**src/common/fifo_loopback_pkg.sv**
```systemverilog
package fifo_loopback_pkg;

   // **********************************************************************
   // Sizes
   // **********************************************************************
   localparam int DATA_W       = 64;                       // Host word width
   localparam int NUM_CHANNELS = 4;                        // Total FIFO channels
   localparam int CHAN_W       = 2;                        // Bits in a channel number
   localparam int FIFO_DEPTH   = 16;                       // Entries in each FIFO
   localparam int COUNT_W      = 5;                        // Occupancy 0..FIFO_DEPTH

   // **********************************************************************
   // Channel map
   // **********************************************************************
   localparam int CH_LOOP_IN    = 0;                       // Host to loopback
   localparam int CH_SEQ_IN     = 1;                       // Host to sequencer commands
   localparam int CH_LOOP_OUT   = 2;                       // Loopback back to host
   localparam int CH_SEQ_OUT    = 3;                       // Sequencer responses
   localparam int FIRST_TO_HOST = 2;                       // Lowest to-host channel
   localparam int NUM_TO_HOST   = NUM_CHANNELS - FIRST_TO_HOST;

   // Command opcodes, carried in the top byte of a command word
   localparam logic [7:0] OP_ECHO = 8'h01;
   localparam logic [7:0] OP_RAMP = 8'h02;

   // Sequencer FSM state codes
   localparam logic [1:0] ST_IDLE   = 2'd0;
   localparam logic [1:0] ST_DECODE = 2'd1;
   localparam logic [1:0] ST_EMIT   = 2'd2;

   // One command word. The opcode sits in the same byte in both views, so
   // the decoder may look at either one before it knows the command type
   typedef union packed
   {
      struct packed
      {
         logic [7:0]  opcode;
         logic [15:0] count;                               // Words to produce
         logic [7:0]  step;                                // Added after each word
         logic [31:0] start;                               // First ramp value
      } ramp;
      struct packed
      {
         logic [7:0]  opcode;
         logic [55:0] payload;                             // Returned with opcode cleared
      } echo;
   } seq_cmd_t;

endpackage

```
**src/design/sync_fifo.sv**
```systemverilog
module sync_fifo
(
   input  logic                                clock,
   input  logic                                rst_n,
   input  logic                                wr_en,
   input  logic [fifo_loopback_pkg::DATA_W-1:0] wr_data,
   input  logic                                rd_en,
   output logic [fifo_loopback_pkg::DATA_W-1:0] rd_data,
   output logic                                nonempty,
   output logic                                space
);
   import fifo_loopback_pkg::*;

   // Pointers are one bit narrower than the count and wrap on their own
   logic [DATA_W-1:0]  mem [FIFO_DEPTH];
   logic [COUNT_W-2:0] wr_ptr;
   logic [COUNT_W-2:0] rd_ptr;
   logic [COUNT_W-1:0] count;

   // **********************************************************************
   // Storage
   // **********************************************************************
   always_ff @(posedge clock)
   begin
      if (wr_en)
         mem[wr_ptr] <= wr_data;                            // No reset on the array
   end

   // Head of the queue falls straight through to the output
   assign rd_data  = mem[rd_ptr];
   assign nonempty = (count != '0);

   // Two free entries are kept back so that a producer with one write
   // already registered can never overrun the buffer
   assign space = (count <= COUNT_W'(FIFO_DEPTH - 2));

   // **********************************************************************
   // Pointers and occupancy
   // **********************************************************************
   always_ff @(posedge clock or negedge rst_n)
   begin
      if (!rst_n)
      begin
         wr_ptr <= '0;
         rd_ptr <= '0;
         count  <= '0;
      end
      else
      begin
         if (wr_en)
            wr_ptr <= wr_ptr + 1'b1;
         if (rd_en)
            rd_ptr <= rd_ptr + 1'b1;                        // Callers pop only when nonempty

         // Simultaneous push and pop leaves the count alone
         case ({wr_en, rd_en})
            2'b10:   count <= count + 1'b1;
            2'b01:   count <= count - 1'b1;
            default: count <= count;
         endcase
      end
   end

endmodule

```
**src/host_port/host_write_demux.sv**
```systemverilog
module host_write_demux
(
   input  logic                                      clock,
   input  logic                                      rst_n,
   input  logic                                      host_wr_valid,
   input  logic [fifo_loopback_pkg::CHAN_W-1:0]       host_wr_chan,
   input  logic [fifo_loopback_pkg::DATA_W-1:0]       host_wr_data,
   input  logic [fifo_loopback_pkg::NUM_CHANNELS-1:0] chan_space,
   output logic [fifo_loopback_pkg::NUM_CHANNELS-1:0] fifo_wr_en,
   output logic [fifo_loopback_pkg::DATA_W-1:0]       fifo_wr_data,
   output logic                                      host_wr_error
);
   import fifo_loopback_pkg::*;

   logic accept;                                            // Strobe may go to a FIFO

   // Only from-host channels take host data, and only with room left
   assign accept = (host_wr_chan < CHAN_W'(FIRST_TO_HOST)) && chan_space[host_wr_chan];

   always_ff @(posedge clock or negedge rst_n)
   begin
      if (!rst_n)
      begin
         fifo_wr_en    <= '0;
         host_wr_error <= 1'b0;
      end
      else
      begin
         fifo_wr_en    <= '0;                              // Both outputs are single pulses
         host_wr_error <= 1'b0;
         if (host_wr_valid)
         begin
            if (accept)
               fifo_wr_en[host_wr_chan] <= 1'b1;
            else
               host_wr_error <= 1'b1;                       // Word is dropped here
         end
      end
   end

   // One data register serves every channel since only one enable fires
   always_ff @(posedge clock)
   begin
      if (host_wr_valid)
         fifo_wr_data <= host_wr_data;
   end

endmodule

```
**src/host_port/host_read_arbiter.sv**
```systemverilog
module host_read_arbiter
(
   input  logic                                      clock,
   input  logic                                      rst_n,
   input  logic                                      host_rd_ready,
   input  logic [fifo_loopback_pkg::NUM_CHANNELS-1:0] chan_nonempty,
   input  logic [fifo_loopback_pkg::NUM_CHANNELS*fifo_loopback_pkg::DATA_W-1:0] chan_rd_data,
   output logic [fifo_loopback_pkg::NUM_CHANNELS-1:0] fifo_rd_en,
   output logic                                      host_rd_valid,
   output logic [fifo_loopback_pkg::CHAN_W-1:0]       host_rd_chan,
   output logic [fifo_loopback_pkg::DATA_W-1:0]       host_rd_data
);
   import fifo_loopback_pkg::*;

   logic [CHAN_W-1:0] last_grant;                           // Channel served most recently
   logic [CHAN_W-1:0] grant_chan;
   logic [CHAN_W-1:0] cand;
   logic              grant_found;
   logic              pop;

   // **********************************************************************
   // Round-robin pick over the to-host channels
   // **********************************************************************
   always_comb
   begin
      grant_found = 1'b0;
      grant_chan  = last_grant;
      cand        = last_grant;
      for (int i = 1; i <= NUM_TO_HOST; i++)
      begin
         // Start one past the last grant and wrap inside the to-host range
         cand = CHAN_W'(FIRST_TO_HOST + (int'(last_grant) - FIRST_TO_HOST + i) % NUM_TO_HOST);
         if (!grant_found && chan_nonempty[cand])
         begin
            grant_found = 1'b1;
            grant_chan  = cand;
         end
      end
   end

   assign pop = host_rd_ready && grant_found;               // Host ready level gates every pop

   always_comb
   begin
      fifo_rd_en = '0;
      if (pop)
         fifo_rd_en[grant_chan] = 1'b1;
   end

   // **********************************************************************
   // Output register
   // **********************************************************************
   always_ff @(posedge clock or negedge rst_n)
   begin
      if (!rst_n)
      begin
         last_grant    <= CHAN_W'(NUM_CHANNELS - 1);        // First pick lands on FIRST_TO_HOST
         host_rd_valid <= 1'b0;
      end
      else
      begin
         host_rd_valid <= pop;
         if (pop)
            last_grant <= grant_chan;
      end
   end

   // Word and tag are captured from the FIFO head on the pop cycle
   always_ff @(posedge clock)
   begin
      if (pop)
      begin
         host_rd_chan <= grant_chan;
         host_rd_data <= chan_rd_data[grant_chan*DATA_W +: DATA_W];
      end
   end

endmodule

```
**src/design/loopback_user.sv**
```systemverilog
module loopback_user
(
   input  logic                                clock,
   input  logic                                rst_n,
   input  logic                                in_nonempty,
   input  logic [fifo_loopback_pkg::DATA_W-1:0] in_data,
   output logic                                in_rd_en,
   input  logic                                out_space,
   output logic                                out_wr_en,
   output logic [fifo_loopback_pkg::DATA_W-1:0] out_wr_data,
   output logic [3:0]                          led
);

   // Pop whenever a word waits and the return FIFO can absorb one more
   assign in_rd_en = in_nonempty && out_space;

   always_ff @(posedge clock or negedge rst_n)
   begin
      if (!rst_n)
      begin
         out_wr_en <= 1'b0;
         led       <= 4'h5;                                 // Alternating pattern until data arrives
      end
      else
      begin
         out_wr_en <= in_rd_en;                             // Write lands one cycle after the pop
         if (in_rd_en)
            led <= in_data[3:0];
      end
   end

   // Payload follows the popped head without a reset
   always_ff @(posedge clock)
   begin
      if (in_rd_en)
         out_wr_data <= in_data;
   end

endmodule

```
**src/sequencer/command_sequencer.sv**
```systemverilog
module command_sequencer
(
   input  logic                                clock,
   input  logic                                rst_n,
   input  logic                                cmd_nonempty,
   input  logic [fifo_loopback_pkg::DATA_W-1:0] cmd_data,
   output logic                                cmd_rd_en,
   input  logic                                rsp_space,
   output logic                                rsp_wr_en,
   output logic [fifo_loopback_pkg::DATA_W-1:0] rsp_wr_data
);
   import fifo_loopback_pkg::*;

   logic [1:0]  state;
   seq_cmd_t    cmd;                                        // Command under execution
   logic [15:0] remaining;                                  // Words still to write
   logic [31:0] accum;                                      // Next ramp value
   logic        is_echo;
   logic        emit;

   // Commands are taken one at a time, only from idle
   assign cmd_rd_en = (state == ST_IDLE) && cmd_nonempty;
   assign is_echo   = (cmd.echo.opcode == OP_ECHO);
   assign emit      = (state == ST_EMIT) && rsp_space;      // Stall while the response FIFO is full

   // **********************************************************************
   // FSM and word count
   // **********************************************************************
   always_ff @(posedge clock or negedge rst_n)
   begin
      if (!rst_n)
      begin
         state     <= ST_IDLE;
         remaining <= '0;
         rsp_wr_en <= 1'b0;
      end
      else
      begin
         rsp_wr_en <= emit;
         case (state)
            ST_IDLE:
            begin
               if (cmd_rd_en)
                  state <= ST_DECODE;
            end
            ST_DECODE:
            begin
               // Zero count and unknown opcodes go straight back to idle
               if (is_echo)
               begin
                  remaining <= 16'd1;
                  state     <= ST_EMIT;
               end
               else if (cmd.ramp.opcode == OP_RAMP && cmd.ramp.count != '0)
               begin
                  remaining <= cmd.ramp.count;
                  state     <= ST_EMIT;
               end
               else
                  state <= ST_IDLE;
            end
            ST_EMIT:
            begin
               if (emit)
               begin
                  remaining <= remaining - 1'b1;
                  if (remaining == 16'd1)
                     state <= ST_IDLE;                      // Last word of this command
               end
            end
            default: state <= ST_IDLE;
         endcase
      end
   end

   // **********************************************************************
   // Command hold, ramp value and response word
   // **********************************************************************
   always_ff @(posedge clock)
   begin
      if (cmd_rd_en)
         cmd <= cmd_data;
      if (state == ST_DECODE)
         accum <= cmd.ramp.start;                           // Loaded for echo too, unused there
      else if (emit)
         accum <= accum + 32'(cmd.ramp.step);               // Wraps modulo 2**32
      if (emit)
      begin
         if (is_echo)
            rsp_wr_data <= {8'h00, cmd.echo.payload};
         else
            rsp_wr_data <= {32'h0, accum};
      end
   end

endmodule

```
**src/design/fifo_loopback_top.sv**
```systemverilog
module fifo_loopback_top
(
   input  logic                                      clock,
   input  logic                                      rst_n,
   input  logic                                      host_wr_valid,
   input  logic [fifo_loopback_pkg::CHAN_W-1:0]       host_wr_chan,
   input  logic [fifo_loopback_pkg::DATA_W-1:0]       host_wr_data,
   output logic [fifo_loopback_pkg::NUM_CHANNELS-1:0] host_wr_space,
   output logic                                      host_wr_error,
   input  logic                                      host_rd_ready,
   output logic                                      host_rd_valid,
   output logic [fifo_loopback_pkg::CHAN_W-1:0]       host_rd_chan,
   output logic [fifo_loopback_pkg::DATA_W-1:0]       host_rd_data,
   output logic [3:0]                                led
);
   import fifo_loopback_pkg::*;

   // Host side of the FIFOs
   logic [NUM_CHANNELS-1:0]        demux_wr_en;
   logic [DATA_W-1:0]              demux_wr_data;
   logic [NUM_CHANNELS-1:0]        arb_rd_en;
   logic [NUM_CHANNELS*DATA_W-1:0] ch_rd_flat;

   // User side, one slot per channel, unused slots tied off below
   logic [NUM_CHANNELS-1:0] usr_wr_en;
   logic [NUM_CHANNELS-1:0] usr_rd_en;
   logic [DATA_W-1:0]       usr_wr_data [NUM_CHANNELS];

   // Per-channel FIFO ports
   logic [NUM_CHANNELS-1:0] ch_nonempty;
   logic [DATA_W-1:0]       ch_rd_data [NUM_CHANNELS];

   assign usr_wr_en[CH_LOOP_IN]    = 1'b0;
   assign usr_wr_en[CH_SEQ_IN]     = 1'b0;
   assign usr_rd_en[CH_LOOP_OUT]   = 1'b0;
   assign usr_rd_en[CH_SEQ_OUT]    = 1'b0;
   assign usr_wr_data[CH_LOOP_IN]  = '0;
   assign usr_wr_data[CH_SEQ_IN]   = '0;

   host_write_demux u_demux
   (
      .clock(clock), .rst_n(rst_n),
      .host_wr_valid(host_wr_valid), .host_wr_chan(host_wr_chan), .host_wr_data(host_wr_data),
      .chan_space(host_wr_space), .fifo_wr_en(demux_wr_en), .fifo_wr_data(demux_wr_data),
      .host_wr_error(host_wr_error)
   );

   // **********************************************************************
   // Channel FIFOs. Host writes and user reads below FIRST_TO_HOST, the
   // reverse from there up; the idle side of every enable stays low
   // **********************************************************************
   for (genvar ch = 0; ch < NUM_CHANNELS; ch++)
   begin : g_chan
      sync_fifo u_fifo
      (
         .clock(clock), .rst_n(rst_n),
         .wr_en(demux_wr_en[ch] | usr_wr_en[ch]),
         .wr_data((ch < FIRST_TO_HOST) ? demux_wr_data : usr_wr_data[ch]),
         .rd_en(arb_rd_en[ch] | usr_rd_en[ch]),
         .rd_data(ch_rd_data[ch]), .nonempty(ch_nonempty[ch]), .space(host_wr_space[ch])
      );
      assign ch_rd_flat[ch*DATA_W +: DATA_W] = ch_rd_data[ch];
   end

   host_read_arbiter u_arbiter
   (
      .clock(clock), .rst_n(rst_n), .host_rd_ready(host_rd_ready),
      .chan_nonempty(ch_nonempty), .chan_rd_data(ch_rd_flat), .fifo_rd_en(arb_rd_en),
      .host_rd_valid(host_rd_valid), .host_rd_chan(host_rd_chan), .host_rd_data(host_rd_data)
   );

   loopback_user u_loopback
   (
      .clock(clock), .rst_n(rst_n),
      .in_nonempty(ch_nonempty[CH_LOOP_IN]), .in_data(ch_rd_data[CH_LOOP_IN]),
      .in_rd_en(usr_rd_en[CH_LOOP_IN]), .out_space(host_wr_space[CH_LOOP_OUT]),
      .out_wr_en(usr_wr_en[CH_LOOP_OUT]), .out_wr_data(usr_wr_data[CH_LOOP_OUT]), .led(led)
   );

   command_sequencer u_sequencer
   (
      .clock(clock), .rst_n(rst_n),
      .cmd_nonempty(ch_nonempty[CH_SEQ_IN]), .cmd_data(ch_rd_data[CH_SEQ_IN]),
      .cmd_rd_en(usr_rd_en[CH_SEQ_IN]), .rsp_space(host_wr_space[CH_SEQ_OUT]),
      .rsp_wr_en(usr_wr_en[CH_SEQ_OUT]), .rsp_wr_data(usr_wr_data[CH_SEQ_OUT])
   );

endmodule

```
**config.mk**
```make
export PLATFORM = sky130hd
export DESIGN_NAME = fifo_loopback_top
export DESIGN_NICKNAME = d
export VERILOG_FILES = /design/src/common/fifo_loopback_pkg.sv /design/src/design/sync_fifo.sv /design/src/host_port/host_write_demux.sv /design/src/host_port/host_read_arbiter.sv /design/src/design/loopback_user.sv /design/src/sequencer/command_sequencer.sv /design/src/design/fifo_loopback_top.sv
export SDC_FILE = /design/constraint.sdc
export NUM_CORES = 2
export LEC_CHECK = 0
export CORE_ASPECT_RATIO = 1.5
export CORE_MARGIN = 1.5
export CORE_UTILIZATION = 45
export CTS_CLUSTER_SIZE = 14
export DETAILED_ROUTE_END_ITERATION = 8
export DONT_BUFFER_PORTS = 1
export SYNTH_ARGS = -nofsm -noshare
export SYNTH_HDL_FRONTEND = slang
export SYNTH_HIERARCHICAL = 1
export SYNTH_SLANG_ARGS = --single-unit
```
**constraint.sdc**
```tcl
create_clock -name clock -period 18.4 [get_ports clock]
set_clock_uncertainty 0.2 [all_clocks]
set_input_delay 5.52 -clock clock [delete_from_list [all_inputs] [get_ports clock]]
set_output_delay 5.52 -clock clock [all_outputs]
set_load 0.01 [all_outputs]
```
## Word-level counts from Yosys, hierarchy flattened

Memory sizes are Yosys's and may differ from the RTL's.
Cells that the tools add are included.
Widths: inputs -> output; s select.

- Shift operators: 1
- Bitwise operators: 6
- Equality and inequality tests: 17
- Muxes and demuxes: 44
- Reductions and logical operators: 24
- $lt $le $gt $ge: 11
- Add/sub/neg operators: 23

Operators by type and width:

| cell | count |
|---|---|
| $shiftx 256x9->64 | 1 |
| $mux 32 | 3 |
| $mux 16 | 3 |
| $pmux 5 s2 | 4 |
| $add 32x8->32 | 1 |
| $add 4x1->4 const B | 8 |
| $pmux 16 s2 | 1 |
| $add 5x1->5 const B | 4 |
| $le 5x4->1 const B | 4 |
| $reduce_bool 5->1 | 4 |
| $sub 5x1->5 const B | 4 |
| $mux 1 | 17 |
| $eq 16x1->1 const B | 1 |
| $reduce_bool 16->1 | 1 |
| $sub 16x1->16 const B | 1 |
| $mux 2 | 7 |
| $lt 2x3->1 const B | 4 |
| $mux 4 | 3 |
| $reduce_bool 2->1 | 6 |
| $eq 2x1->1 const B | 5 |
| $eq 2x2->1 const B | 5 |
| $logic_and 1x1->1 | 9 |
| $eq 8x1->1 const B | 1 |
| $eq 8x2->1 const B | 1 |
| 17 further kinds | 28 |

- Output and inout bits: 76
- Logic and storage cells: 159
- Memory bits (writable): 4096
- Memories kept: 4
- Register bits after elaboration: 438
- Input port bits: 70

Memory list:

| memory | depth | width | rd ports | clocked after Yosys merged registers in | write ports | RTL line | RTL |
|---|---|---|---|---|---|---|---|
| g_chan[0].u_fifo.mem | 16 | 64 | 1 | 0 | 1 | sync_fifo.sv:15 | `logic [DATA_W-1:0] mem [FIFO_DEPTH];` |
| g_chan[1].u_fifo.mem | 16 | 64 | 1 | 0 | 1 | sync_fifo.sv:15 |  |
| g_chan[2].u_fifo.mem | 16 | 64 | 1 | 0 | 1 | sync_fifo.sv:15 |  |
| g_chan[3].u_fifo.mem | 16 | 64 | 1 | 0 | 1 | sync_fifo.sv:15 |  |

## Longest topological paths before layout

- Depth after elaboration: 18
- Depth in mapped cells: 14
- Gate-level depth less buffers: 12

## By module

Netlist, hierarchy kept.

Modules (own cells, without submodules):

| module | times used | sequential area each (um2) | cells an instance | area an instance (um2) |
|---|---|---|---|---|
| sync_fifo (g_chan[1].u_fifo ...) | 2 | 31074.8 | 1660 | 39118.8 |
| sync_fifo (g_chan[0].u_fifo) | 1 | 31074.8 | 1660 | 39116.3 |
| sync_fifo (g_chan[3].u_fifo) | 1 | 31074.8 | 1654 | 39044.9 |
| command_sequencer | 1 | 5039.8 | 640 | 7776.2 |
| host_read_arbiter | 1 | 2059.5 | 467 | 4444.3 |
| loopback_user | 1 | 2049.5 | 75 | 2119.5 |
| host_write_demux | 1 | 2047.0 | 74 | 2090.8 |
| fifo_loopback_top | 1 | 0.0 | 4 | 25.0 |

## Worst setup path before layout

OpenSTA, ideal clock, no wires.

- Kind: input to register
- From: in host_rd_ready
- To: reg g_chan[2].u_fifo.count[4]
- Library setup time: 0.079 ns
- Path buffers: 1
- Arrival time: 9.156 ns
- Slack: 8.965 ns
- Required time: 18.121 ns
- Cell stages on the path: 10
- Cells stage by stage: o31a_1 -> nor2b_1 -> ha_1 -> clkbuf_1 -> xor2_1 -> ha_1 -> nor2b_1 -> o31a_1 -> o2bb2ai_1 -> xor2_1

- Cells in the longest elaborated chain, start to end: 4
- Elaborated cells on any way between the ends: 6
- Those cells by class: eq/ne (2); mux (2); reduce/logical (2)

RTL lines:

| element | RTL line | RTL |
|---|---|---|
| start, declared | fifo_loopback_top.sv:10 | `input logic host_rd_ready,` |
| $logic_and 1x1->1 (*) | host_read_arbiter.sv:41 | `assign pop = host_rd_ready && grant_found;` |
| $mux 4 (*) | host_read_arbiter.sv:46 | `if (pop)` |
| net arb_rd_en[2] | fifo_loopback_top.sv:21 | `logic [NUM_CHANNELS-1:0] arb_rd_en;` |
| $eq 2x1->1 / $eq 2x2->1 (equally long branches) | sync_fifo.sv:56 | `case ({wr_en, rd_en})` |
| $pmux 5 s2 / $reduce_bool 2->1 (equally long branches) | -- |  |
| end signal, assigned | sync_fifo.sv:57 | `2'b10: count <= count + 1'b1;` |
| end signal, assigned | sync_fifo.sv:58 | `2'b01: count <= count - 1'b1;` |
| end signal, assigned | sync_fifo.sv:59 | `default: count <= count;` |
| end, declared | sync_fifo.sv:18 | `logic [COUNT_W-1:0] count;` |

The timed path passes the listed nets; every way through them passes the cells marked *.
A chain may end at the register's enable or synchronous reset.

## Worst setup path in the final report

- From: reg g_chan[3].u_fifo.count[0]
- To: out host_wr_space[3] in the netlist's numbering

- Cells in the longest elaborated chain, start to end: 1

RTL lines:

| element | RTL line | RTL |
|---|---|---|
| start, declared | sync_fifo.sv:18 |  |
| start signal, assigned | sync_fifo.sv:57 |  |
| start signal, assigned | sync_fifo.sv:58 |  |
| start signal, assigned | sync_fifo.sv:59 |  |
| $le 5x4->1 | sync_fifo.sv:35 | `assign space = (count <= COUNT_W'(FIFO_DEPTH - 2));` |
| end, declared | fifo_loopback_top.sv:8 | `output logic [fifo_loopback_pkg::NUM_CHANNELS-1:0] host_wr_space,` |

No other way between the ends.

==> results.ini <==
[finish]
layout.cells.most_common_list = 4,442 x edfxtp_1, 1,024 x mux4_2, 513 x a22oi_1
multi_input_area_sq_mm = 0.0353
fillers = 29891
final_common_cell = edfxtp_1
drive_above_1_share = 0.231
final_nets = 8198
seq_area_sq_mm = 0.136
areaGrowthSynthToFinish_pct = 11.2

[power]
power_density_mw_per_mm2 = 166
p_seq_frac = 0.440
p_leak_nw = 60.7
p_int_w = 0.0211
vdd.ir_drop.worst_mv = 0.142
pwr-share-comb = 0.290
swShare = 0.339
clockPowerShare = 0.270
p_sw_w = 0.0108
design_power_total_w = 0.0320

[sta]
setup_violations = 0
hold_ws_ns = 0.306
min_period_over_period = 0.427
tightest_slew_ns = 1.41
slew_headroom = 0.0590
rsz0062_at_grt = false
finalHoldViolations = 0
drv_slew = 0
finalSetupTns_ns = 0
clock.fmax_mhz = 127
finalCriticalPeriod_ns = 7.85

[yosys]
ys_types = 84
seq_area_frac_synth = 0.784
syn_avg_cell_area_sq_um = 21.9
postSynthCellCount = 7894
yosysWarnings = 6
synth-edff-count = 4442
ys_seq_elements = 4526
synth_ff_type = edfxtp_1
async_reset_ff_frac = 0.0186
synth_area_sq_mm = 0.173

[routing]
finalWirelength_um = 474000
drc = 0
vias = 83866
viasPerCell = 6.22
wl_per_cell_um = 35.1
drt-pass1-iter-count = 6
first_iter_violations = 10187
ant_nets = 0

[placement]
hpwl_um = 266000
io_buffers = 0
gp_congestion = 0.833

[floorplan]
start_util = 0.452
die_w_um = 509
io_pins = 146
placementRows = 278
die-area_sq_mm = 0.388
die_y_um = 762
core_area_sq_mm = 0.382

[global_routing]
grt_pass1_wl_um = 658000
grt_max_degree = 140
antenna_found_initial = 28
grt_pass1_vias = 86319
grt_usage = 0.242
overflow = 0

[critical_path]
cp_num_buf_inv = 0
path_class = flip-flop to output pin
cp-end-kind = output pin
cp-start-kind = flip-flop
cp_slowest_cell = a41oi_2
cp_max_fo = 6
crit_family = compound AO/OA/AOI/OAI gates
arrival_ns = 2.13
cpPeakStageDelay_ns = 0.69
required_ns = 12.68
crit_chain = a41oi_2

[clocking]
cts_setup_buffers = 0
hold_buffers = 0
clk-insertion-delay-late_ns = 0.96
cts_max_level = 5
numCtsBuffers = 425
cts_resized = 0
clock-sinks = 4526
cts.clk_slew.worst_paths_ns = 0.06
cts_tree = yes
max-clock-path-buffers = 4
root_buffer = clkbuf_16

[hold_path]
hold_class = flip-flop to flip-flop

[status]
status = finished clean

[job]
maxCapViolations = 0

## cells by family after synthesis
family,count (synthesis),synth area share
fa+ha+maj,50,0.00366
simple gates,845,0.0230
flops,4526,0.784
other cells,3,0.0000651
mux,1043,0.135
buf+inv,476,0.0145
compound gates,882,0.0367
xor+xnor,69,0.00350
## through the flow
step	instances	util	setup WS, ns	area (sq um)
3_3_place_gp	12691	0.468	10.39	179000
3_5_place_dp	12691	0.468	10.31	179000
5_1_grt	13472	0.503	10.46	192000
6_report	13484	0.503	10.55	192000
2_1_floorplan	7902	-	8.96	173000
4_1_cts	13470	0.503	10.40	192000
## metal layers
metal	GRT usage	part of all wire
met2	0.409	0.51
met3	0.0333	0.069
met1	0.317	0.38
met4	0.0982	0.044
met5	0	0
## power groups by stage
| stage | combinational [W] | sequential, W | clock (W) |
|---|---|---|---|
| floorplan | 0.00573 | 0.0137 | 0 |
| global placement | 0.00921 | 0.0142 | 0 |
| detailed placement | 0.00927 | 0.0143 | 0 |
| CTS | 0.00929 | 0.0141 | 0.00876 |
| global route | 0.00963 | 0.0142 | 0.00913 |
| finish | 0.00926 | 0.0141 | 0.00864 |
## cell usage after synthesis (5+ instances only)
library cell | instances | area [sq um]
a21o_1 | 5 | 37.5
a21oi_1 | 34 | 170
a22oi_1 | 513 | 3850
a31oi_1 | 72 | 450
a32oi_1 | 6 | 52.6
and2_1 | 60 | 375
and3_1 | 32 | 200
and4_1 | 6 | 52.6
buf_1 | 80 | 300
buf_2 | 66 | 330
buf_4 | 66 | 495
buf_6 | 51 | 574
clkbuf_1 | 184 | 691
dfrtp_1 | 80 | 2000
edfxtp_1 | 4442 | 133000
ha_1 | 49 | 613
inv_1 | 28 | 105
mux2_2 | 11 | 124
mux4_2 | 1024 | 23100
nand2_1 | 489 | 1840
nand2b_1 | 18 | 113
nand3_1 | 16 | 80.1
nand4_1 | 20 | 125
nor2_1 | 54 | 203
nor2b_1 | 79 | 494
nor3_1 | 23 | 115
nor3b_1 | 5 | 37.5
nor4_1 | 7 | 43.8
o211ai_1 | 7 | 52.6
o21a_1 | 8 | 60.1
o21ai_0 | 56 | 280
o21ai_1 | 6 | 30.0
o21bai_1 | 64 | 480
o22ai_1 | 65 | 407
o31a_1 | 5 | 43.8
or2_1 | 5 | 31.3
or2_2 | 5 | 31.3
xnor2_1 | 39 | 342
xor2_1 | 30 | 263
## final timing paths
kind                                              end  cells past startpoint                       start  slack, ns
setup / recovery                     host_wr_space[3]                      1   g_chan[3].u_fifo/count[0]      10.55
min in group asynchronous  g_chan[0].u_fifo/rd_ptr[0]                      0                       rst_n       4.13
hold reg to reg             g_chan[0].u_fifo/count[4]                      1   g_chan[0].u_fifo/count[4]       0.31
hold / removal              g_chan[0].u_fifo/count[4]                      1   g_chan[0].u_fifo/count[4]       0.31
setup reg to reg           u_arbiter/host_rd_data[49]                      8  g_chan[3].u_fifo/rd_ptr[0]      12.29
max in group asynchronous     u_arbiter/last_grant[1]                      0                       rst_n      13.46
## flip-flops by register name, summed over array words and instances (netlist names)
| name | count |
|---|---|
| u_demux/host_wr_error | 1 |
| u_sequencer/cmd | 64 |
| u_sequencer/rsp_wr_data | 56 |
| g_chan.u_fifo/mem | 4096 |
| u_sequencer/accum | 32 |
| u_arbiter/host_rd_chan | 2 |
| u_demux/fifo_wr_data | 64 |
| g_chan.u_fifo/rd_ptr | 16 |
| u_sequencer/remaining | 16 |
| u_loopback/out_wr_en | 1 |
| u_demux/fifo_wr_en | 4 |
| u_arbiter/host_rd_data | 64 |
| g_chan.u_fifo/wr_ptr | 16 |
| u_loopback/led | 4 |
| u_sequencer/rsp_wr_en | 1 |
| u_sequencer/state | 2 |
| u_arbiter/host_rd_valid | 1 |
| u_loopback/out_wr_data | 64 |
| u_arbiter/last_grant | 2 |
| g_chan.u_fifo/count | 20 |
## cell type report
type,instances,share of cell area
diodes,14,0.000182
clock buffers,546,0.0594
clock inverters,233,0.0108
inverters,29,0.000579
multi-input cells,2900,0.183
flip-flops and latches,4526,0.705
well taps,5040,0.0328
repair buffers,196,0.00785
No activity file was read; power rests on OpenSTA's default activity.
